`config.mk`:
```
export PLATFORM = sky130hd
export DESIGN_NAME = icb_clint_top
export DESIGN_NICKNAME = d
export VERILOG_FILES = /design/src/source/icb_pkg.sv /design/src/source/clint_pkg.sv /design/src/source/clint_mtime.sv /design/src/source/clint_irq_ctrl.sv /design/src/source/icb_clint_port.sv /design/src/source/icb_clint_top.sv
export VERILOG_INCLUDE_DIRS = /design/src /design/src/source
export SDC_FILE = /design/constraint.sdc
export NUM_CORES = 1
export LEC_CHECK = 0
export ABC_AREA = 1
export BUFFER_PORTS_ARGS = -buffer_cell sky130_fd_sc_hd__buf_2
export CAP_MARGIN = 10
export CORE_ASPECT_RATIO = 0.9
export CORE_MARGIN = 2
export CORE_UTILIZATION = 50
export DETAILED_ROUTE_END_ITERATION = 8
export PLACE_DENSITY = 0.7
export SYNTH_ARGS = -nofsm -noshare
export SYNTH_HDL_FRONTEND = slang
export SYNTH_HIERARCHICAL = 1
export SYNTH_SLANG_ARGS = --single-unit
```
`constraint.sdc`:
```
create_clock -name clk -period 2.97 [get_ports clk]
set_input_delay 0.7425 -clock clk [delete_from_list [all_inputs] [get_ports clk]]
set_output_delay 0.7425 -clock clk [all_outputs]
set_load 0.005 [all_outputs]
```
`src/source/clint_params.svh`:
```
`ifndef CLINT_PARAMS_SVH
`define CLINT_PARAMS_SVH

// enabled rtc cycles per mtime increment
`define CLINT_RTC_PSC_DEFAULT 100

// register reset values
`define CLINT_MTIME_RST    64'h0000_0000_0000_0000
`define CLINT_MTIMECMP_RST 64'hffff_ffff_ffff_ffff // never fires after reset

// byte offsets in the clint window
`define CLINT_OFS_MSIP        (8'h00)
`define CLINT_OFS_MTIMECMP_LO (8'h10)
`define CLINT_OFS_MTIMECMP_HI (8'h14)
`define CLINT_OFS_MTIME_LO    (8'h18)
`define CLINT_OFS_MTIME_HI    (8'h1c)

`endif

```
`src/source/icb_pkg.sv`:
```
package icb_pkg;

	localparam int ICB_ADDR_W = 32;
	localparam int ICB_DATA_W = 32;
	localparam int ICB_MASK_W = ICB_DATA_W / 8; // one bit per byte lane

	// command address
	typedef logic [ICB_ADDR_W-1:0] icb_addr_t;

	// write data on the command channel, read data on the response channel
	typedef logic [ICB_DATA_W-1:0] icb_data_t;

	// byte write mask
	typedef logic [ICB_MASK_W-1:0] icb_mask_t;

endpackage

```
`src/source/clint_pkg.sv`:
```
`include "clint_params.svh"

package clint_pkg;

	// register index, taken from address bits 4:2
	typedef enum logic [2:0]
	{
		REG_MSIP    = 3'(`CLINT_OFS_MSIP >> 2),
		REG_NONE    = 3'd1, // 0x04..0x0c, read as zero
		REG_CMP_LO  = 3'(`CLINT_OFS_MTIMECMP_LO >> 2),
		REG_CMP_HI  = 3'(`CLINT_OFS_MTIMECMP_HI >> 2),
		REG_TIME_LO = 3'(`CLINT_OFS_MTIME_LO >> 2),
		REG_TIME_HI = 3'(`CLINT_OFS_MTIME_HI >> 2)
	} clint_reg_e;

	// mtime and mtimecmp
	typedef logic [63:0] clint_time_t;

	// unused word slots all fold onto REG_NONE
	function automatic clint_reg_e clint_decode(input logic [2:0] idx);
		case (idx)
			REG_MSIP, REG_CMP_LO, REG_CMP_HI, REG_TIME_LO, REG_TIME_HI:
				clint_decode = clint_reg_e'(idx);
			default:
				clint_decode = REG_NONE;
		endcase
	endfunction

endpackage

```
`src/source/clint_mtime.sv`:
```
`include "clint_params.svh"

module clint_mtime
	import icb_pkg::*, clint_pkg::*;
#(
	parameter int RTC_PSC = `CLINT_RTC_PSC_DEFAULT
)(
	input  logic        clk,
	input  logic        rst_n,
	input  logic        rtc_en,
	input  clint_reg_e  wr_sel,
	input  icb_data_t   wr_data,
	input  icb_mask_t   wr_be,
	input  clint_reg_e  rd_sel,
	output clint_time_t mtime,
	output icb_data_t   mtime_rdata
);

	localparam int PSC_W = $clog2(RTC_PSC);

	logic [PSC_W-1:0] psc_cnt;
	logic             psc_wrap;
	logic             rtc_tick;
	logic [7:0]       byte_we;  // one enable per byte of mtime
	clint_time_t      wr_word;
	clint_time_t      mtime_inc;

	assign psc_wrap = (psc_cnt == PSC_W'(RTC_PSC - 1));

	// prescaler only moves while the rtc is enabled
	always_ff @(posedge clk or negedge rst_n)
	begin
		if (!rst_n)
			psc_cnt <= '0;
		else if (rtc_en)
			psc_cnt <= psc_wrap ? '0 : psc_cnt + 1'b1;
	end

	always_ff @(posedge clk or negedge rst_n)
	begin
		if (!rst_n)
			rtc_tick <= 1'b0;
		else
			rtc_tick <= rtc_en & psc_wrap;
	end

	assign byte_we   = {wr_be & {4{wr_sel == REG_TIME_HI}}, wr_be & {4{wr_sel == REG_TIME_LO}}};
	assign wr_word   = {wr_data, wr_data}; // same lanes for lo and hi word
	assign mtime_inc = mtime + 64'd1;

	// bus write wins over the tick, byte by byte
	always_ff @(posedge clk or negedge rst_n)
	begin
		if (!rst_n)
			mtime <= `CLINT_MTIME_RST;
		else
		begin
			for (int i = 0; i < 8; i++)
			begin
				if (byte_we[i])
					mtime[8*i +: 8] <= wr_word[8*i +: 8];
				else if (rtc_tick)
					mtime[8*i +: 8] <= mtime_inc[8*i +: 8];
			end
		end
	end

	always_comb
	begin
		case (rd_sel)
			REG_TIME_LO: mtime_rdata = mtime[31:0];
			REG_TIME_HI: mtime_rdata = mtime[63:32];
			default:     mtime_rdata = '0; // not ours
		endcase
	end

endmodule

```
`src/source/clint_irq_ctrl.sv`:
```
`include "clint_params.svh"

module clint_irq_ctrl
	import icb_pkg::*, clint_pkg::*;
(
	input  logic        clk,
	input  logic        rst_n,
	input  clint_reg_e  wr_sel,
	input  icb_data_t   wr_data,
	input  icb_mask_t   wr_be,
	input  clint_reg_e  rd_sel,
	input  clint_time_t mtime,
	output icb_data_t   irq_rdata,
	output logic        sw_irq,
	output logic        tmr_irq
);

	logic        msip;
	clint_time_t mtimecmp;
	logic [7:0]  cmp_we;
	clint_time_t wr_word;
	logic        tmr_hit;

	// only bit 0 of byte 0 is implemented
	always_ff @(posedge clk or negedge rst_n)
	begin
		if (!rst_n)
			msip <= 1'b0;
		else if (wr_be[0] && wr_sel == REG_MSIP)
			msip <= wr_data[0];
	end

	assign sw_irq = msip;

	assign cmp_we  = {wr_be & {4{wr_sel == REG_CMP_HI}}, wr_be & {4{wr_sel == REG_CMP_LO}}};
	assign wr_word = {wr_data, wr_data};

	always_ff @(posedge clk or negedge rst_n)
	begin
		if (!rst_n)
			mtimecmp <= `CLINT_MTIMECMP_RST;
		else
		begin
			for (int i = 0; i < 8; i++)
			begin
				if (cmp_we[i])
					mtimecmp[8*i +: 8] <= wr_word[8*i +: 8];
			end
		end
	end

	assign tmr_hit = (mtime >= mtimecmp); // unsigned 64-bit compare

	// one cycle behind the compare
	always_ff @(posedge clk or negedge rst_n)
	begin
		if (!rst_n)
			tmr_irq <= 1'b0;
		else
			tmr_irq <= tmr_hit;
	end

	always_comb
	begin
		case (rd_sel)
			REG_MSIP:   irq_rdata = {31'd0, msip};
			REG_CMP_LO: irq_rdata = mtimecmp[31:0];
			REG_CMP_HI: irq_rdata = mtimecmp[63:32];
			default:    irq_rdata = '0;
		endcase
	end

endmodule

```
`src/source/icb_clint_port.sv`:
```
module icb_clint_port
	import icb_pkg::*, clint_pkg::*;
(
	input  logic       clk,
	input  logic       rst_n,

	// command channel
	input  icb_addr_t  cmd_addr,
	input  logic       cmd_read,
	input  icb_data_t  cmd_wdata,
	input  icb_mask_t  cmd_wmask,
	input  logic       cmd_valid,
	output logic       cmd_ready,

	// response channel
	output icb_data_t  rsp_rdata,
	output logic       rsp_valid,
	input  logic       rsp_ready,

	// register side
	output clint_reg_e wr_sel,
	output icb_data_t  wr_data,
	output icb_mask_t  wr_be,
	output clint_reg_e rd_sel,
	input  icb_data_t  mtime_rdata,
	input  icb_data_t  irq_rdata
);

	logic       cmd_fire;
	clint_reg_e reg_idx;

	// one transaction in flight at most
	assign cmd_ready = ~rsp_valid;
	assign cmd_fire  = cmd_valid & cmd_ready;

	assign reg_idx = clint_decode(cmd_addr[4:2]);

	assign wr_sel  = reg_idx;
	assign rd_sel  = reg_idx;
	assign wr_data = cmd_wdata;
	assign wr_be   = (cmd_fire && !cmd_read) ? cmd_wmask : '0;

	// blocks return zero outside their own indices, so OR is enough
	always_ff @(posedge clk)
	begin
		if (cmd_fire && cmd_read)
			rsp_rdata <= mtime_rdata | irq_rdata;
	end

	// set on accept, clear when the master takes the response
	always_ff @(posedge clk or negedge rst_n)
	begin
		if (!rst_n)
			rsp_valid <= 1'b0;
		else if (rsp_valid ? rsp_ready : cmd_valid)
			rsp_valid <= ~rsp_valid;
	end

endmodule

```
`src/source/icb_clint_top.sv`:
```
`include "clint_params.svh"

module icb_clint_top
	import icb_pkg::*, clint_pkg::*;
#(
	parameter int RTC_PSC = `CLINT_RTC_PSC_DEFAULT
)(
	input  logic      clk,
	input  logic      rst_n,
	input  logic      rtc_en,

	// icb slave
	input  icb_addr_t cmd_addr,
	input  logic      cmd_read,
	input  icb_data_t cmd_wdata,
	input  icb_mask_t cmd_wmask,
	input  logic      cmd_valid,
	output logic      cmd_ready,
	output icb_data_t rsp_rdata,
	output logic      rsp_valid,
	input  logic      rsp_ready,

	// interrupt requests
	output logic      sw_irq,
	output logic      tmr_irq
);

	clint_reg_e  wr_sel;
	icb_data_t   wr_data;
	icb_mask_t   wr_be;
	clint_reg_e  rd_sel;
	icb_data_t   mtime_rdata;
	icb_data_t   irq_rdata;
	clint_time_t mtime;

	icb_clint_port u_port (
		.clk         (clk),
		.rst_n       (rst_n),
		.cmd_addr    (cmd_addr),
		.cmd_read    (cmd_read),
		.cmd_wdata   (cmd_wdata),
		.cmd_wmask   (cmd_wmask),
		.cmd_valid   (cmd_valid),
		.cmd_ready   (cmd_ready),
		.rsp_rdata   (rsp_rdata),
		.rsp_valid   (rsp_valid),
		.rsp_ready   (rsp_ready),
		.wr_sel      (wr_sel),
		.wr_data     (wr_data),
		.wr_be       (wr_be),
		.rd_sel      (rd_sel),
		.mtime_rdata (mtime_rdata),
		.irq_rdata   (irq_rdata)
	);

	// time base
	clint_mtime #(
		.RTC_PSC (RTC_PSC)
	) u_mtime (
		.clk         (clk),
		.rst_n       (rst_n),
		.rtc_en      (rtc_en),
		.wr_sel      (wr_sel),
		.wr_data     (wr_data),
		.wr_be       (wr_be),
		.rd_sel      (rd_sel),
		.mtime       (mtime),
		.mtime_rdata (mtime_rdata)
	);

	// msip, mtimecmp and the timer compare
	clint_irq_ctrl u_irq (
		.clk       (clk),
		.rst_n     (rst_n),
		.wr_sel    (wr_sel),
		.wr_data   (wr_data),
		.wr_be     (wr_be),
		.rd_sel    (rd_sel),
		.mtime     (mtime),
		.irq_rdata (irq_rdata),
		.sw_irq    (sw_irq),
		.tmr_irq   (tmr_irq)
	);

endmodule

```
* Word-level counts from Yosys, hierarchy flattened
Cells that the tools add are included.
Word-level totals: memory bits (writable) 0, latch bits 0, word-level logic and storage cells 79, bits of input ports 74, memories 0, register bits 171, output and inout port bits 36, memory bits (read-only) 0
Operators by class: $add $sub $neg 2, divide/modulo/power cells 0, shifts and indexed selects 0, multipliers 0, bitwise logic cells 8, reductions and logical operators 15, $lt $le $gt $ge 1, muxes and demuxes 22, equal/unequal tests 9
Operators by type and width (count):
- 8-bit two-way mux | 16
- 32-bit case mux with 3 select lines | 1
- 64-bit by 1-bit adder with 64-bit output, second input constant | 1
- 64-bit greater-or-equal comparator | 1
- 32-bit case mux with 2 select lines | 1
- 32-bit bitwise OR | 1
- 3-bit equality test, second input constant | 8
- 4-bit bitwise AND | 4
- 2-bit nonzero test | 8
- 7-bit by 1-bit adder with 7-bit output, second input constant | 1
- 7-bit equality test, second input constant | 1
- 7-bit two-way mux | 1
- 3-bit zero test | 2
- 5-bit OR reduction | 1
- 4-bit two-way mux | 1
- 1-bit logical AND | 3
- 3-bit two-way mux | 1
- 1-bit bitwise AND | 2
- 1-bit zero test | 1
- 1-bit two-way mux | 1
- 1-bit inverter | 1

* Depth between registers and ports, before layout
Gate-level depths: netlist of run 1.
depth after elaboration 6, gate-level depth with buffers 15, gate-level depth less buffers 15

* Cells and area by module
The synthesis of run 1 kept the hierarchy.
Modules (own cells, without submodules):
- clint_mtime | seq. area each 1801.7 µm², cells each 925, times used 1, area an instance 5733.0 µm²
- clint_irq_ctrl | seq. area each 1731.7 µm², cells each 576, times used 1, area an instance 4702.0 µm²
- icb_clint_port | seq. area each 985.9 µm², cells each 120, times used 1, area an instance 1535.2 µm²

* Worst setup path after synthesis of run 1
Ideal clock, no wire load.
path kind in2reg, start point input port cmd_valid, end point register u_port.rsp_rdata[0] (enable), library setup time 0.421 ns, arrival time 2.158 ns, slack 0.390 ns, cell stages on the path 2, cell sequence nand2_1 > nor2_1
Between the ends: longest elaborated chain between the ends 2
RTL lines:
- from (decl) | line icb_clint_top.sv:17 | input logic cmd_valid,
- 1-bit bitwise AND | line icb_clint_port.sv:34 | assign cmd_fire = cmd_valid & cmd_ready;
- 1-bit logical AND | line icb_clint_port.sv:46 | if (cmd_fire && cmd_read)
- to (signal assigned) | line icb_clint_port.sv:47 | rsp_rdata <= mtime_rdata | irq_rdata;
- to (decl) | line icb_clint_port.sv:16 | output icb_data_t rsp_rdata,
Every way passes these cells. A chain may end at the register's enable or synchronous reset.

* Final worst setup path of run 1
start point register u_irq.mtimecmp[55], end point register u_irq.tmr_irq
Between the ends: longest elaborated chain between the ends 1
RTL lines:
- from (decl) | line clint_irq_ctrl.sv:19 | clint_time_t mtimecmp;
- from (signal assigned) | line clint_irq_ctrl.sv:41 | mtimecmp <= `CLINT_MTIMECMP_RST;
- from (signal, indexed assignment) | line clint_irq_ctrl.sv:47 | mtimecmp[8*i +: 8] <= wr_word[8*i +: 8];
- 64-bit greater-or-equal comparator | line clint_irq_ctrl.sv:52 | assign tmr_hit = (mtime >= mtimecmp);
- via u_irq.tmr_hit | line clint_irq_ctrl.sv:22 | logic tmr_hit;
- to (signal assigned) | line clint_irq_ctrl.sv:60 | tmr_irq <= tmr_hit;
- to (decl) | line clint_irq_ctrl.sv:15 | output logic tmr_irq
The timed path passes the listed nets, and every way through them passes these cells.

==> results of run 1 <==
## how the worst max path moves through the flow
stage / end / slack (ns) / startpoint
6_report: u_irq/tmr_irq / 0.69 / u_irq/mtimecmp[55]
5_1_grt: u_irq/tmr_irq / 0.61 / u_irq/mtimecmp[55]
4_1_cts: u_irq/tmr_irq / 0.73 / u_irq/mtimecmp[55]
3_5_place_dp: u_mtime/mtime[47] / 0.44 / cmd_addr[2]
3_3_place_gp: u_mtime/mtime[47] / 0.47 / cmd_addr[2]
2_1_floorplan: u_port/rsp_rdata[0] / 0.39 / cmd_valid
## logic make-up (layout without fill, tap and decap cells)
logic type / count (synthesis) / in the layout / share of synthesized area, %
flops: 171 / 171 / 37.8
mux: 1 / 1 / 0.0941
simple gates: 783 / 783 / 28.7
compound gates: 250 / 250 / 12.9
xor+xnor: 25 / 25 / 1.83
buf+inv: 325 / 404 / 11.7
fa+ha+maj: 66 / 66 / 6.90
## metrics by stage
stage,hold slack (ns),total power (uW),util (%),std cells,instance area [um^2]
final,0.290,9340,56.5,2002,13200
after detailed placement,0.465,6870,53.9,1970,12600
after global placement,0.462,6750,53.9,1970,12600
after CTS,0.328,9320,56.5,2002,13200
after global routing,0.347,10000,56.5,2002,13200
after floorplan,0.447,5890,-,1621,12000
## layout make-up
type / instances / share of cell area, %
Multi-Input combinational cell: 1125 / 45.7
Sequential cell: 171 / 34.1
Inverter: 266 / 7.54
Timing Repair Buffer: 106 / 5.02
Clock buffer: 17 / 3.21
Tap cell: 302 / 2.85
Clock inverter: 15 / 1.49
## power breakdown
group | switching [uW] | internal (uW) | leakage (uW)
clock | 1120 | 1290 | 0.000303
combinational | 1960 | 1230 | 0.00400
sequential | 649 | 3090 | 0.00194
## per-layer routing
metal	vias to the layer above	wire, um	track usage (%)
li1	5319	-	-
met1	5231	16900	42.4
met2	501	15800	46.1
met3	79	2910	4.99
met4	0	924	9.44
met5	-	0	0
## sequential cells by signal (all words and copies together), names as in the netlist
signal,flops
u_irq/mtimecmp,64
u_irq/sw_irq,1
u_irq/tmr_irq,1
u_mtime/mtime,64
u_mtime/psc_cnt,7
u_mtime/rtc_tick,1
u_port/rsp_rdata,32
u_port/rsp_valid,1
## worst register-to-register path, delay by kind of cell, from the launching register on
| kind | cells | cell delay (ns) |
|---|---|---|
| AND/OR/NAND/NOR | 9 | 1.33 |
| buffers and inverters | 1 | 0.06 |
| adder cells (fa/ha/maj) | 1 | 0.29 |
| flip-flops | 1 | 0.54 |
## cells in the final DEF (no fill, tap or decap), types with 3 or more instances in the layout
cell / n
sky130_fd_sc_hd__a21oi_1: 30
sky130_fd_sc_hd__buf_12: 5
sky130_fd_sc_hd__buf_2: 79
sky130_fd_sc_hd__buf_4: 21
sky130_fd_sc_hd__clkbuf_16: 17
sky130_fd_sc_hd__dfrtp_1: 75
sky130_fd_sc_hd__dfstp_2: 64
sky130_fd_sc_hd__edfxtp_1: 32
sky130_fd_sc_hd__ha_1: 66
sky130_fd_sc_hd__inv_1: 264
sky130_fd_sc_hd__inv_6: 5
sky130_fd_sc_hd__inv_8: 4
sky130_fd_sc_hd__nand2_1: 433
sky130_fd_sc_hd__nand2_2: 21
sky130_fd_sc_hd__nand2_4: 9
sky130_fd_sc_hd__nand3_1: 81
sky130_fd_sc_hd__nand3b_1: 3
sky130_fd_sc_hd__nand4_1: 17
sky130_fd_sc_hd__nor2_1: 156
sky130_fd_sc_hd__nor2_2: 8
sky130_fd_sc_hd__nor2_4: 9
sky130_fd_sc_hd__nor3_1: 6
sky130_fd_sc_hd__nor3b_1: 3
sky130_fd_sc_hd__o211ai_1: 4
sky130_fd_sc_hd__o21a_1: 3
sky130_fd_sc_hd__o21ai_0: 69
sky130_fd_sc_hd__o21ai_1: 14
sky130_fd_sc_hd__o21ai_2: 32
sky130_fd_sc_hd__o21bai_1: 8
sky130_fd_sc_hd__o221ai_1: 8
sky130_fd_sc_hd__o22ai_1: 77
sky130_fd_sc_hd__or2_2: 32
sky130_fd_sc_hd__xor2_1: 25
==> summary.md, run 1 <==
| Metric | Value |
|---|---|
| Run status | finished clean |
| Leakage power figure | between 0.006 and 0.007 uW |
| Count of fill cells added during filler insertion | about 2.2k |
| Clk_lat worst skew | about 0.45 ns |
| Length of the first detailed-routing pass in iterations | 6 |
| Signal arrival time at the worst endpoint | 2.66 ns |
| CP Depth | 11 |
| TritonCTS buffer count | 17 |
| Die Width | approximately 170 um |
| Post-synthesis instance total | ~1.6k |
| Endpoint kind of the worst setup timing path | register |
| Overall die area | 0.0252 mm^2 |
| Sequential fraction of the synthesis area | 37.8% |
| Setup TNS | 0 ns |
| Number of global-route vias before repair | 10.6k |
| Final setup violating endpoints | 0 |
| Proportion of register bits with asynchronous set or reset after synthesis | 81.3% |
| Cell-by-cell listing of the critical path | inv_1, ha_1, nand2_1, nor2_1, nor3b_1, nand2_1, nor2_1, nand2_1, nand2_1, nor2_1, nand2_1 |
| Number of buffer cells added on primary ports | 80 |
| Root buffer selected by CTS | sky130_fd_sc_hd__clkbuf_16 |
| Final weighted congestion in routability-driven placement | between 0.9 and 1 |
| Post-route ant nets | 0 |
| Largest net degree at the start of global routing | slightly below 70 |
| Synth Warn # | 6 |
| Wire length after detailed routing | 36,500 um |
| Total count of max-transition violations in the final report | 0 |
| Total number of vias | between 10k and 15k |
| Wire length of the first global-routing pass | around 58,000 um |
| Hold Crit Class | input pin to async pin |
| Top cell type's share of synthesized area | between 10% and 20% |
| Clock Skews | 0.0119 ns |
| Number of max-cap violations | 0 |
| DRC viols | 0 |
| Synthesized area divided by synthesized cell count | 7.38 um^2 |
| Buffer levels on the longest clock path | 2 |
| Setup Slack @ Placement | 0.437 ns |
| Synthesized net count | between 1.5k and 2k |
| Number of primary I/O pins | between 100 and 150 |
| Total congestion overflow after global routing | 0 |
| Proportion of layout cells with a drive suffix above 1 | 18.9% |
| Yosys top cell by area | sky130_fd_sc_hd__dfrtp_1 |
| Final hold vios | 0 |
| Most frequent cell after synthesis | sky130_fd_sc_hd__nand2_1 |
| Slack of the critical path | 0.694 ns |
| Initial cell density of the core | roughly half |
| Worst setup path category | register to register |
| Highest Clock Rate | about 0.44 GHz |
| Detailed placement HPWL | approximately 27,000 um |
| All-Layer GR Usage | a little under 30% |
| Total of cells resized after clock tree synthesis | 0 |
| Critical path required time | approximately 3.4 ns |
| Via density | between 5 and 6 |
| Count of routing violations after the opening detailed-route iteration | 1,161 |
| Number of antenna violations at the first check in global routing | 0 |
| Count of inserted antenna diode cells | 0 |
| Flops & latches, synth | between 150 and 200 |
| Kind of cell adding the most delay to the critical path | simple AND/OR/NAND/NOR gates |
| Distinct cell type count after synthesis | 40 |
| Core ar. | ~0.023 mm^2 |
| Post-synth EDFFs | 32 |
| Sink count of the clock tree | ~170 |
| Final Cycle Share | 76.6% |
| Clock tree from TritonCTS | built |
| Cell mode on critical path | sky130_fd_sc_hd__nand2_1 |
| Area of the multi-input gates | slightly above 0.006 mm^2 |
| H-tree levels | 4 |
| Clk pin slew, worst setup/hold paths | 0.08 ns |
| Setup slack, reg-to-reg | 0.69 ns |
| Cell area power density | about 700 mW/mm^2 |
| Combined flip-flop and latch cell area | roughly 0.0045 mm^2 |
| Final routed wire length divided by cell count | approximately 18 um |
| Vertical die dimension | between 150 and 200 um |
| Most common flop cell mapped by yosys | sky130_fd_sc_hd__dfrtp_1 |
| Worst reg-to-reg path cell count | 11 |
| Clock period minus worst slack | about 2.3 ns |
| End of the worst register-to-register path | u_irq/tmr_irq |
| Placement row count | 53 |
| Cell type of the slowest stage on the worst timing path | sky130_fd_sc_hd__nor3b_1 |
| Number of nets at the end of the flow | about 1.8k |
| Largest driver fanout on the critical path | 3 |
| Top cells by area in the synthesized netlist | sky130_fd_sc_hd__dfrtp_1 (16%), sky130_fd_sc_hd__dfstp_2 (14%), sky130_fd_sc_hd__nand2_1 (14%) |
| Number of buffer and inverter instances along the worst setup path | 1 |
| Critical Path Start Type | register |
| Number of hold-repair buffers added at the cts stage | 0 |
| Maximum ir drop on the vdd rail | roughly 0.0005 V |
| Synthesis-to-finish area growth | 10.6% |
| Post-Syn Area | around 0.012 mm^2 |
| Top post-synthesis cells by count | sky130_fd_sc_hd__nand2_1 (433), sky130_fd_sc_hd__inv_1 (264), sky130_fd_sc_hd__nor2_1 (157) |
| Delay of the slowest critical-path stage | about 0.55 ns |
| Transition at the pin with the smallest max-transition slack | around 0.74 ns |
| Number of buffers inserted by post-CTS setup repair | 0 |
| Unrepaired setup endpoints after global routing | no |
| Normalized max-slew margin | roughly half |
| Startpoint of the most critical register-to-register path | u_irq/mtimecmp[55] |
Note: power is estimated with default switching activity, not from simulation.
==> run 2: changes to the inputs <==
--- a/config.mk
+++ b/config.mk
@@ -6,7 +6,7 @@
 export SDC_FILE = /design/constraint.sdc
 export NUM_CORES = 1
 export LEC_CHECK = 0
-export ABC_AREA = 1
+export ABC_AREA = 0
 export BUFFER_PORTS_ARGS = -buffer_cell sky130_fd_sc_hd__buf_2
 export CAP_MARGIN = 10
 export CORE_ASPECT_RATIO = 0.9
==> constraint.sdc (replaced) <==
create_clock -name clk -period 2.15 [get_ports clk]
set_input_delay 0.5375 -clock clk [delete_from_list [all_inputs] [get_ports clk]]
set_output_delay 0.5375 -clock clk [all_outputs]
set_load 0.005 [all_outputs]
==> run 2 against run 1 <==
Against the previous run:
- the run now ends with negative setup slack left
- non-clock buffer count is 120 higher
- area after synthesis fell by 11%
- clock-buffer cell count rose by 2
- clock power up 29%
- highest routed layer unchanged
- register-to-register slack got worse by 0.72 ns
- core utilization grew 5.8 points
- critical path depth fell by 3
- worst setup slack lost 0.72 ns
- global-route usage fell by 2.9 points
- first-iteration DRC count decreased by 24%
- sequential share of layout area is 0.70 points higher
- design area is 1.9% lower
==> summary.md, run 2 <==
| Metric | Value |
|---|---|
| Final Cycle Share | 101% (+25 points) |
| Die Width | 158 um (-5.7%) |
| Most used cells in the layout excluding fill and tap cells | sky130_fd_sc_hd__buf_4 (134), sky130_fd_sc_hd__nand2_1 (81), sky130_fd_sc_hd__buf_2 (79), sky130_fd_sc_hd__nor2_1 (71), sky130_fd_sc_hd__dfrtp_1 (71) |
| Post-synthesis instance total | 1,087 (-33%) |
| TritonCTS buffer count | 17 (unchanged) |
| Total count of max-transition violations in the final report | 0 (unchanged) |
| Slack of the critical path | -0.0312 ns (-0.725 ns) |
| Leakage power figure | 0.00566 uW (-9.3%) |
| Normalized max-slew margin | 65.8% (+16 points) |
| Worst setup path category | register to register |
| Via density | 5.81 (+4.6%) |
| Most common flop cell mapped by yosys | sky130_fd_sc_hd__dfrtp_1 |
| All-Layer GR Usage | 26.8% (-2.9 points) |
| Synthesis-to-finish area growth | 22.4% |
| Number of buffer cells added on primary ports | 80 (unchanged) |
| Top cell type's share of synthesized area | 17.7% (+2.0 points) |
| Commonest non-fill, non-tap cell in the layout | sky130_fd_sc_hd__buf_4 |
| Core ar. | 0.0208 mm^2 (-11%) |
| Hold_ws | 0.0655 ns (-0.224 ns) |
| Hold Crit Class | input pin to async pin |
| Total congestion overflow after global routing | 0 (unchanged) |
| Root buffer selected by CTS | sky130_fd_sc_hd__clkbuf_16 |
| Most frequent cell after synthesis | sky130_fd_sc_hd__nand2_1 |
| Number of nets at the end of the flow | 1,395 (-24%) |
| Clock Skews | 0.0148 ns (+0.00285 ns) |
| Post-Syn Area | 0.0106 mm^2 (-11%) |
| Cell area power density | 853 mW/mm^2 (+21%) |
| Number of global-route vias before repair | 8,758 (-18%) |
| Number of hold-repair buffers added at the cts stage | 0 (unchanged) |
| Number of primary I/O pins | 110 (unchanged) |
| Placed cell areas | 0.0121 mm^2 (-3.7%) |
| Number of max-cap violations | 0 (unchanged) |
| Buffer levels on the longest clock path | 2 (unchanged) |
| H-tree levels | 4 (unchanged) |
| Complex-gate fraction of the synthesized area | 14.3% (+1.4 points) |
| Failing checks | negative setup slack |
| Synth Warn # | 6 (unchanged) |
| Total number of vias | 9,033 (-19%) |
| Sink count of the clock tree | 171 (unchanged) |
| Count of fill cells added during filler insertion | 1,710 (-24%) |
| Signal arrival time at the worst endpoint | 2.55 ns (-0.11 ns) |
| Flops & latches, synth | 171 (unchanged) |
| Transition at the pin with the smallest max-transition slack | 0.513 ns (-0.228 ns) |
| Initial cell density of the core | 50.9% (-0.23 points) |
| Distinct cell type count after synthesis | 58 (+45%) |
| Highest Clock Rate | 0.458 GHz (+4.4%) |
| Synthesized area divided by synthesized cell count | 9.76 um^2 (+32%) |
| Final setup violating endpoints | 1 (+1) |
| Proportion of synthesized area in mux cells | 4.51% (+4.4 points) |
| Layout Cell Area excl Fill | 0.0130 mm^2 (-1.9%) |
| Critical path required time | 2.52 ns (-0.83 ns) |
| Unrepaired setup endpoints after global routing | yes |
| Final standard cell utilization of the core | 62.3% (+5.8 points) |
| Final routed wire length divided by cell count | 19.2 um (+5.2%) |
| Final hold vios | 0 (unchanged) |
| Vertical die dimension | 142 um (-5.7%) |
| Post-route ant nets | 0 (unchanged) |
| Detailed placement HPWL | 21,600 um (-21%) |
| Number of antenna violations at the first check in global routing | 0 (unchanged) |
| Wire length of the first global-routing pass | 46,300 um (-20%) |
| Run status | finished, violations left |
| Yosys top cell by area | sky130_fd_sc_hd__dfrtp_1 |
| Clock tree from TritonCTS | built |
| Largest driver fanout on the critical path | 3 (unchanged) |
| Area fraction in and, or, nand and nor cells after synthesis | 20.2% (-8.5 points) |
| Critical Path Start Type | register |
| Clk pin slew, worst setup/hold paths | 0.07 ns (about the same) |
| Post-synth EDFFs | 32 (unchanged) |
| Length of the first detailed-routing pass in iterations | 8 (+2) |
| Count of routing violations after the opening detailed-route iteration | 878 (-24%) |
| Wire length after detailed routing | 29,800 um (-18%) |
| Count of inserted antenna diode cells | 0 (unchanged) |
| Top cells by area in the synthesized netlist | sky130_fd_sc_hd__dfrtp_1 (18%), sky130_fd_sc_hd__dfstp_2 (16%), sky130_fd_sc_hd__edfxtp_1 (9.1%) |
| Largest net degree at the start of global routing | 47 (-31%) |
| DRC viols | 0 (unchanged) |
| Xor/xnor share of the synthesized area | 4.05% (+2.2 points) |
| Adder-cell share of the synthesized area | 7.79% (+0.89 points) |
| Overall die area | 0.0224 mm^2 (-11%) |
| Top post-synthesis cells by count | sky130_fd_sc_hd__nand2_1 (82), sky130_fd_sc_hd__dfrtp_1 (75), sky130_fd_sc_hd__nor2_1 (74) |
| Clk_lat worst skew | 0.44 ns (about the same) |
| Endpoint kind of the worst setup timing path | register |
| Placement row count | 50 (-5.7%) |
| Clock period minus worst slack | 2.18 ns (-0.0950 ns) |
| Final weighted congestion in routability-driven placement | 0.905 (-8.8%) |
| Main combinational cell family by area after synthesis | simple AND/OR/NAND/NOR gates |
| Proportion of layout cells with a drive suffix above 1 | 32.5% (+14 points) |
| Leading registers by flop count | u_irq/mtimecmp (64), u_mtime/mtime (64), u_port/rsp_rdata (32) |
| Sequential fraction of the synthesis area | 42.6% (+4.9 points) |
| Synthesized net count | 1,227 (-30%) |
| Proportion of register bits with asynchronous set or reset after synthesis | 81.3% (unchanged) |
| Maximum ir drop on the vdd rail | 0.000472 V (-6.1%) |
[run 2: cell types whose count changed in the layout (fill, tap and decap cells not counted), moves of 22 or more]
cell	previous run	this run
sky130_fd_sc_hd__mux2_1	0	32
sky130_fd_sc_hd__o22ai_1	77	1
sky130_fd_sc_hd__a22o_1	0	63
sky130_fd_sc_hd__inv_1	264	66
sky130_fd_sc_hd__nand3_1	81	31
sky130_fd_sc_hd__o21ai_0	69	34
sky130_fd_sc_hd__a21oi_1	30	61
sky130_fd_sc_hd__o21ai_2	32	0
sky130_fd_sc_hd__buf_4	21	134
sky130_fd_sc_hd__nor2_1	156	71
sky130_fd_sc_hd__and3_1	0	22
sky130_fd_sc_hd__nand2_1	433	81
sky130_fd_sc_hd__nand4_1	17	56
[run 2: cells by family (layout without fill, tap and decap cells)]
kind of cell | after synthesis | in the layout
AO/OA/AOI/OAI | 227 | 227
multiplexers | 43 | 43
AND/OR/NAND/NOR | 384 | 384
buffers and inverters | 147 | 328
XOR/XNOR | 49 | 49
adder cells (fa/ha/maj) | 66 | 66
flip-flops | 171 | 171
[run 2: timing repair]
item | in CTS | in global routing
endpoints found under the setup margin | 1 | 17
pin swaps | 7 | 18
gates resized for setup | 5 | 33
buffers inserted | 0 | 5
[run 2: final cells by class]
cell class / count / area, um^2 / area share [%]
clock buffer: 19 / 464 / 3.57
multi-input combinational: 769 / 5610 / 43.2
clock inverter: 13 / 126 / 0.973
sequential: 171 / 4520 / 34.8
tap: 286 / 358 / 2.76
timing repair buffer: 226 / 1640 / 12.7
inverter: 70 / 263 / 2.02
[run 2: per-layer routing]
layer / share of wire [%] / global-route usage [%] / wire length [um]
met5: 0 / 0 / 0
met4: 1.6 / 7.37 / 486
met3: 6.0 / 3.59 / 1790
met2: 47 / 43.1 / 14100
met1: 45 / 38.0 / 13400
[run 2: final timing paths]
kind | start | end | slack [ns] | cells after the start
max in group asynchronous | rst_n | u_irq/mtimecmp[62] | 1.41 | 2
hold reg to reg | u_irq/mtimecmp[18] | u_irq/mtimecmp[18] | 0.51 | 2
setup reg to reg | u_irq/mtimecmp[59] | u_irq/tmr_irq | -0.03 | 8
min in group clk | rsp_ready | u_port/rsp_valid | 0.27 | 2
hold / removal | rst_n | u_mtime/mtime[22] | 0.07 | 1
setup / recovery | u_irq/mtimecmp[59] | u_irq/tmr_irq | -0.03 | 8
[run 2: through the flow]
step	power (uW)	setup TNS, ns	cells	worst slack, ns
floorplan	6490	0	1087	0.106
global placement	7580	-0.0736	1517	-0.0736
detailed placement	7710	-0.0969	1517	-0.0969
CTS	10900	0	1549	0.000770
global route	11700	-0.116	1554	-0.0894
finish	11100	-0.0312	1554	-0.0312
[run 2: critical path, stage by stage (launching register included)]
cell and delay, ns:
sky130_fd_sc_hd__dfstp_2 0.54, sky130_fd_sc_hd__inv_1 0.07, sky130_fd_sc_hd__ha_4 0.29, sky130_fd_sc_hd__nand4_4 0.13
sky130_fd_sc_hd__nor4_4 0.40, sky130_fd_sc_hd__nand2_2 0.13, sky130_fd_sc_hd__nor4_4 0.31, sky130_fd_sc_hd__a32oi_1 0.15
sky130_fd_sc_hd__nand4_1 0.10
[run 2: power breakdown]
| group | switching [uW] | total, uW | internal [uW] |
|---|---|---|---|
| logic | 1860 | 3500 | 1640 |
| clock network | 1400 | 3120 | 1720 |
| registers | 396 | 4450 | 4060 |
| total | 3660 | 11100 | 7420 |
==> run 3: changes to the inputs <==
--- a/config.mk
+++ b/config.mk
@@ -8,12 +8,12 @@
 export LEC_CHECK = 0
 export ABC_AREA = 0
 export BUFFER_PORTS_ARGS = -buffer_cell sky130_fd_sc_hd__buf_2
-export CAP_MARGIN = 10
+export CAP_MARGIN = 20
 export CORE_ASPECT_RATIO = 0.9
 export CORE_MARGIN = 2
 export CORE_UTILIZATION = 50
 export DETAILED_ROUTE_END_ITERATION = 8
-export PLACE_DENSITY = 0.7
+export PLACE_DENSITY = 0.73
 export SYNTH_ARGS = -nofsm -noshare
 export SYNTH_HDL_FRONTEND = slang
 export SYNTH_HIERARCHICAL = 1
==> constraint.sdc (replaced) <==
create_clock -name clk -period 2 [get_ports clk]
set_input_delay 0.5 -clock clk [delete_from_list [all_inputs] [get_ports clk]]
set_output_delay 0.5 -clock clk [all_outputs]
set_load 0.005 [all_outputs]
==> run 3 against run 2 <==
Against the previous run:
- the flow still finishes with violations (negative setup slack)
- hold slack better by 0.16 ns
- via count is 4.6% higher
- wire length is 4.3% higher
- maximum frequency is 2.4% higher
- design area is 5.0% higher
- die area stayed put
- first-iteration DRC count is 5.8% higher
- sequential share of layout area is 1.7 points lower
- clock-buffer cell count is 2 lower
- cell count is 4.3% higher
==> summary.md, run 3 (synthesized netlist as in run 2, its figures left out) <==
| Metric | Value |
|---|---|
| Largest driver fanout on the critical path | 2 (-1) |
| Startpoint of the most critical register-to-register path | u_irq/mtimecmp[45] |
| Number of nets at the end of the flow | 1,462 (+4.8%) |
| Critical path required time | 2.31 ns (-0.21 ns) |
| Total number of vias | 9,450 (+4.6%) |
| Root buffer selected by CTS | sky130_fd_sc_hd__clkbuf_16 |
| Launch point of the worst hold path | rsp_ready |
| Cell type of the slowest stage on the worst timing path | sky130_fd_sc_hd__dfstp_2 |
| Placement row count | 50 (unchanged) |
| Total count of max-transition violations in the final report | 0 (unchanged) |
| Grt met3 use | 4.35% (+0.76 points) |
| All-Layer GR Usage | 28.0% (+1.2 points) |
| Highest Clock Rate | 0.469 GHz (+2.4%) |
| Worst setup startpoint | u_irq/mtimecmp[45] |
| Kind of cell adding the most delay to the critical path | compound AO/OA/AOI/OAI gates |
| Final routed wire length divided by cell count | 19.2 um (about the same) |
| Count of inserted antenna diode cells | 0 (unchanged) |
| Signal arrival time at the worst endpoint | 2.44 ns (-0.11 ns) |
| Cell area power density | 905 mW/mm^2 (+6.0%) |
| Gr busiest metal | met2 |
| Endpoint kind of the worst setup timing path | register |
| Wire length of the first global-routing pass | 48,500 um (+4.8%) |
| Maximum ir drop on the vdd rail | 0.000659 V (+39%) |
| Final Cycle Share | 107% (+5.1 points) |
| Worst setup path category | register to register |
| Post-route ant nets | 0 (unchanged) |
| Met2 Resource Use GR | 44.5% (+1.4 points) |
| Delay of the slowest critical-path stage | 0.53 ns (about the same) |
| Setup slack, reg-to-reg | -0.13 ns (-0.10 ns) |
| Hold Crit Class | input pin to register |
| Number of buffer and inverter instances along the worst setup path | 2 (+1) |
| Critical Path Start Type | register |
| Number of cells traversed by the worst hold path | 2 |
| Number of max-cap violations | 0 (unchanged) |
| DRC viols | 0 (unchanged) |
| Final setup violating endpoints | 7 (+6) |
| Sink count of the clock tree | 171 (unchanged) |
| Normalized max-slew margin | 70.7% (+4.9 points) |
| Unrepaired setup endpoints after global routing | yes |
| Overall die area | 0.0224 mm^2 (unchanged) |
| Clk_lat worst skew | 0.44 ns (about the same) |
| Failing checks | negative setup slack |
| Transition at the pin with the smallest max-transition slack | 0.438 ns (-0.0748 ns) |
| H-tree levels | 4 (unchanged) |
| Clock Skews | 0.00941 ns (-0.00538 ns) |
| Run status | finished, violations left |
| Length of the first detailed-routing pass in iterations | 7 (-1) |
| Total congestion overflow after global routing | 0 (unchanged) |
| Initial cell density of the core | 50.9% (unchanged) |
| Final hold vios | 0 (unchanged) |
| Cell-by-cell listing of the critical path | inv_1, ha_4, a21o_1, a21o_1, a21oi_2, buf_4, o22ai_1, a2111oi_2, nand4_1 |
| TritonCTS buffer count | 17 (unchanged) |
| Die Width | 158 um (unchanged) |
| Final standard cell utilization of the core | 65.4% (+3.1 points) |
| Count of routing violations after the opening detailed-route iteration | 929 (+5.8%) |
| Clock tree from TritonCTS | built |
| Commonest non-fill, non-tap cell in the layout | sky130_fd_sc_hd__buf_4 |
| Number of primary I/O pins | 110 (unchanged) |
| Slack of the critical path | -0.130 ns (-0.0991 ns) |
| Leading registers by flop count | u_irq/mtimecmp (64), u_mtime/mtime (64), u_port/rsp_rdata (32) |
| Detailed placement HPWL | 22,500 um (+4.1%) |
| Number of global-route vias before repair | 9,334 (+6.6%) |
| Worst Hold Endpoint | u_port/rsp_valid |
| Buffer levels on the longest clock path | 2 (unchanged) |
| Vertical die dimension | 142 um (unchanged) |
| End of the worst register-to-register path | u_irq/tmr_irq |
| Largest net degree at the start of global routing | 49 (+4.3%) |
| Proportion of layout cells with a drive suffix above 1 | 36.8% (+4.3 points) |
| Setup TNS | -0.379 ns (-0.348 ns) |
| Global-route met1 utilization | 38.9% (+0.81 points) |
| Core ar. | 0.0208 mm^2 (unchanged) |
| Number of buffer cells added on primary ports | 80 (unchanged) |
| Synthesis-to-finish area growth | 28.5% |
| Most used cells in the layout excluding fill and tap cells | sky130_fd_sc_hd__buf_4 (190), sky130_fd_sc_hd__nand2_1 (82), sky130_fd_sc_hd__buf_2 (79), sky130_fd_sc_hd__dfrtp_1 (72), sky130_fd_sc_hd__nor2_1 (70) |
| Leakage power figure | 0.00599 uW (+5.8%) |
| Clock period minus worst slack | 2.13 ns (-0.0509 ns) |
| Cell mode on critical path | sky130_fd_sc_hd__a21o_1 |
| Worst reg-to-reg path cell count | 9 (+1) |
| Via density | 5.83 (+0.29%) |
| Wire length after detailed routing | 31,100 um (+4.3%) |
| Final weighted congestion in routability-driven placement | 0.920 (+1.7%) |
| Clk pin slew, worst setup/hold paths | 0.07 ns (about the same) |
| Number of antenna violations at the first check in global routing | 0 (unchanged) |
## run 3: cell count changes in the layout (fill, tap and decap cells not counted), sizes merged
cell         previous run  this run
clkbuf                 19        17
dlygate4sd3             0         1
inv                    76        78
buf                   226       292
clkinvlp                1         2
bufinv                  1         0
## run 3: worst reg2reg max path: stages, from the launching register on
cell                        delay, ns
sky130_fd_sc_hd__dfstp_2         0.53
sky130_fd_sc_hd__inv_1           0.06
sky130_fd_sc_hd__ha_4            0.22
sky130_fd_sc_hd__a21o_1          0.18
sky130_fd_sc_hd__a21o_1          0.22
sky130_fd_sc_hd__a21oi_2         0.16
sky130_fd_sc_hd__buf_4           0.15
sky130_fd_sc_hd__o22ai_1         0.09
sky130_fd_sc_hd__a2111oi_2       0.28
sky130_fd_sc_hd__nand4_1         0.12
## run 3: worst max path at each step
stage / endpoint / depth (start not counted) / slack (ns)
finish: u_irq/tmr_irq / 9 / -0.13
global route: u_irq/tmr_irq / 9 / -0.26
CTS: u_irq/tmr_irq / 7 / -0.11
global placement: u_irq/tmr_irq / 7 / -0.22
detailed placement: u_irq/tmr_irq / 9 / -0.27
floorplan: u_mtime/mtime[52] / 7 / -0.01
## run 3: final cells by class
class,count,area (um^2)
fillers,1607,7200
multi-input cells,769,5730
well taps,286,358
clock inverters,15,151
repair buffers,293,2180
inverters,70,263
flip-flops and latches,171,4520
clock buffers,17,425
## run 3: metal layers
metal	wire length, um	part of all wire [%]
met1	13700	44
met2	14500	47
met3	1920	6.2
met4	981	3.2
met5	0	0
## run 3: report_power, final
| part | total, uW | switching, uW | internal (uW) |
|---|---|---|---|
| Clock | 3280 | 1610 | 1670 |
| Sequential | 4770 | 413 | 4360 |
| Combinational | 4280 | 2200 | 2080 |
| Total | 12300 | 4220 | 8110 |
## run 3: per-stage QoR
stage          worst slack (ns)  area (um^2)  total power, uW  std cells  hold slack (ns)
6_report                 -0.130        13600            12300       1621            0.229
5_1_grt                  -0.260        13600            13000       1621            0.224
4_1_cts                  -0.109        13300            11900       1610            0.220
3_5_place_dp             -0.269        12500             8510       1565            0.430
3_3_place_gp             -0.221        12500             8350       1565            0.424
2_1_floorplan           -0.0120        10600             6980       1087            0.204
## run 3: timing repair
item                                    4_1_cts  5_1_grt
endpoints found under the hold margin         2        0
hold buffers                                  1        0
endpoints found under the setup margin       18       30
cloned                                        1        0
gates resized for setup                      22       48
buffers inserted                             11       13
pin swaps                                    26       43
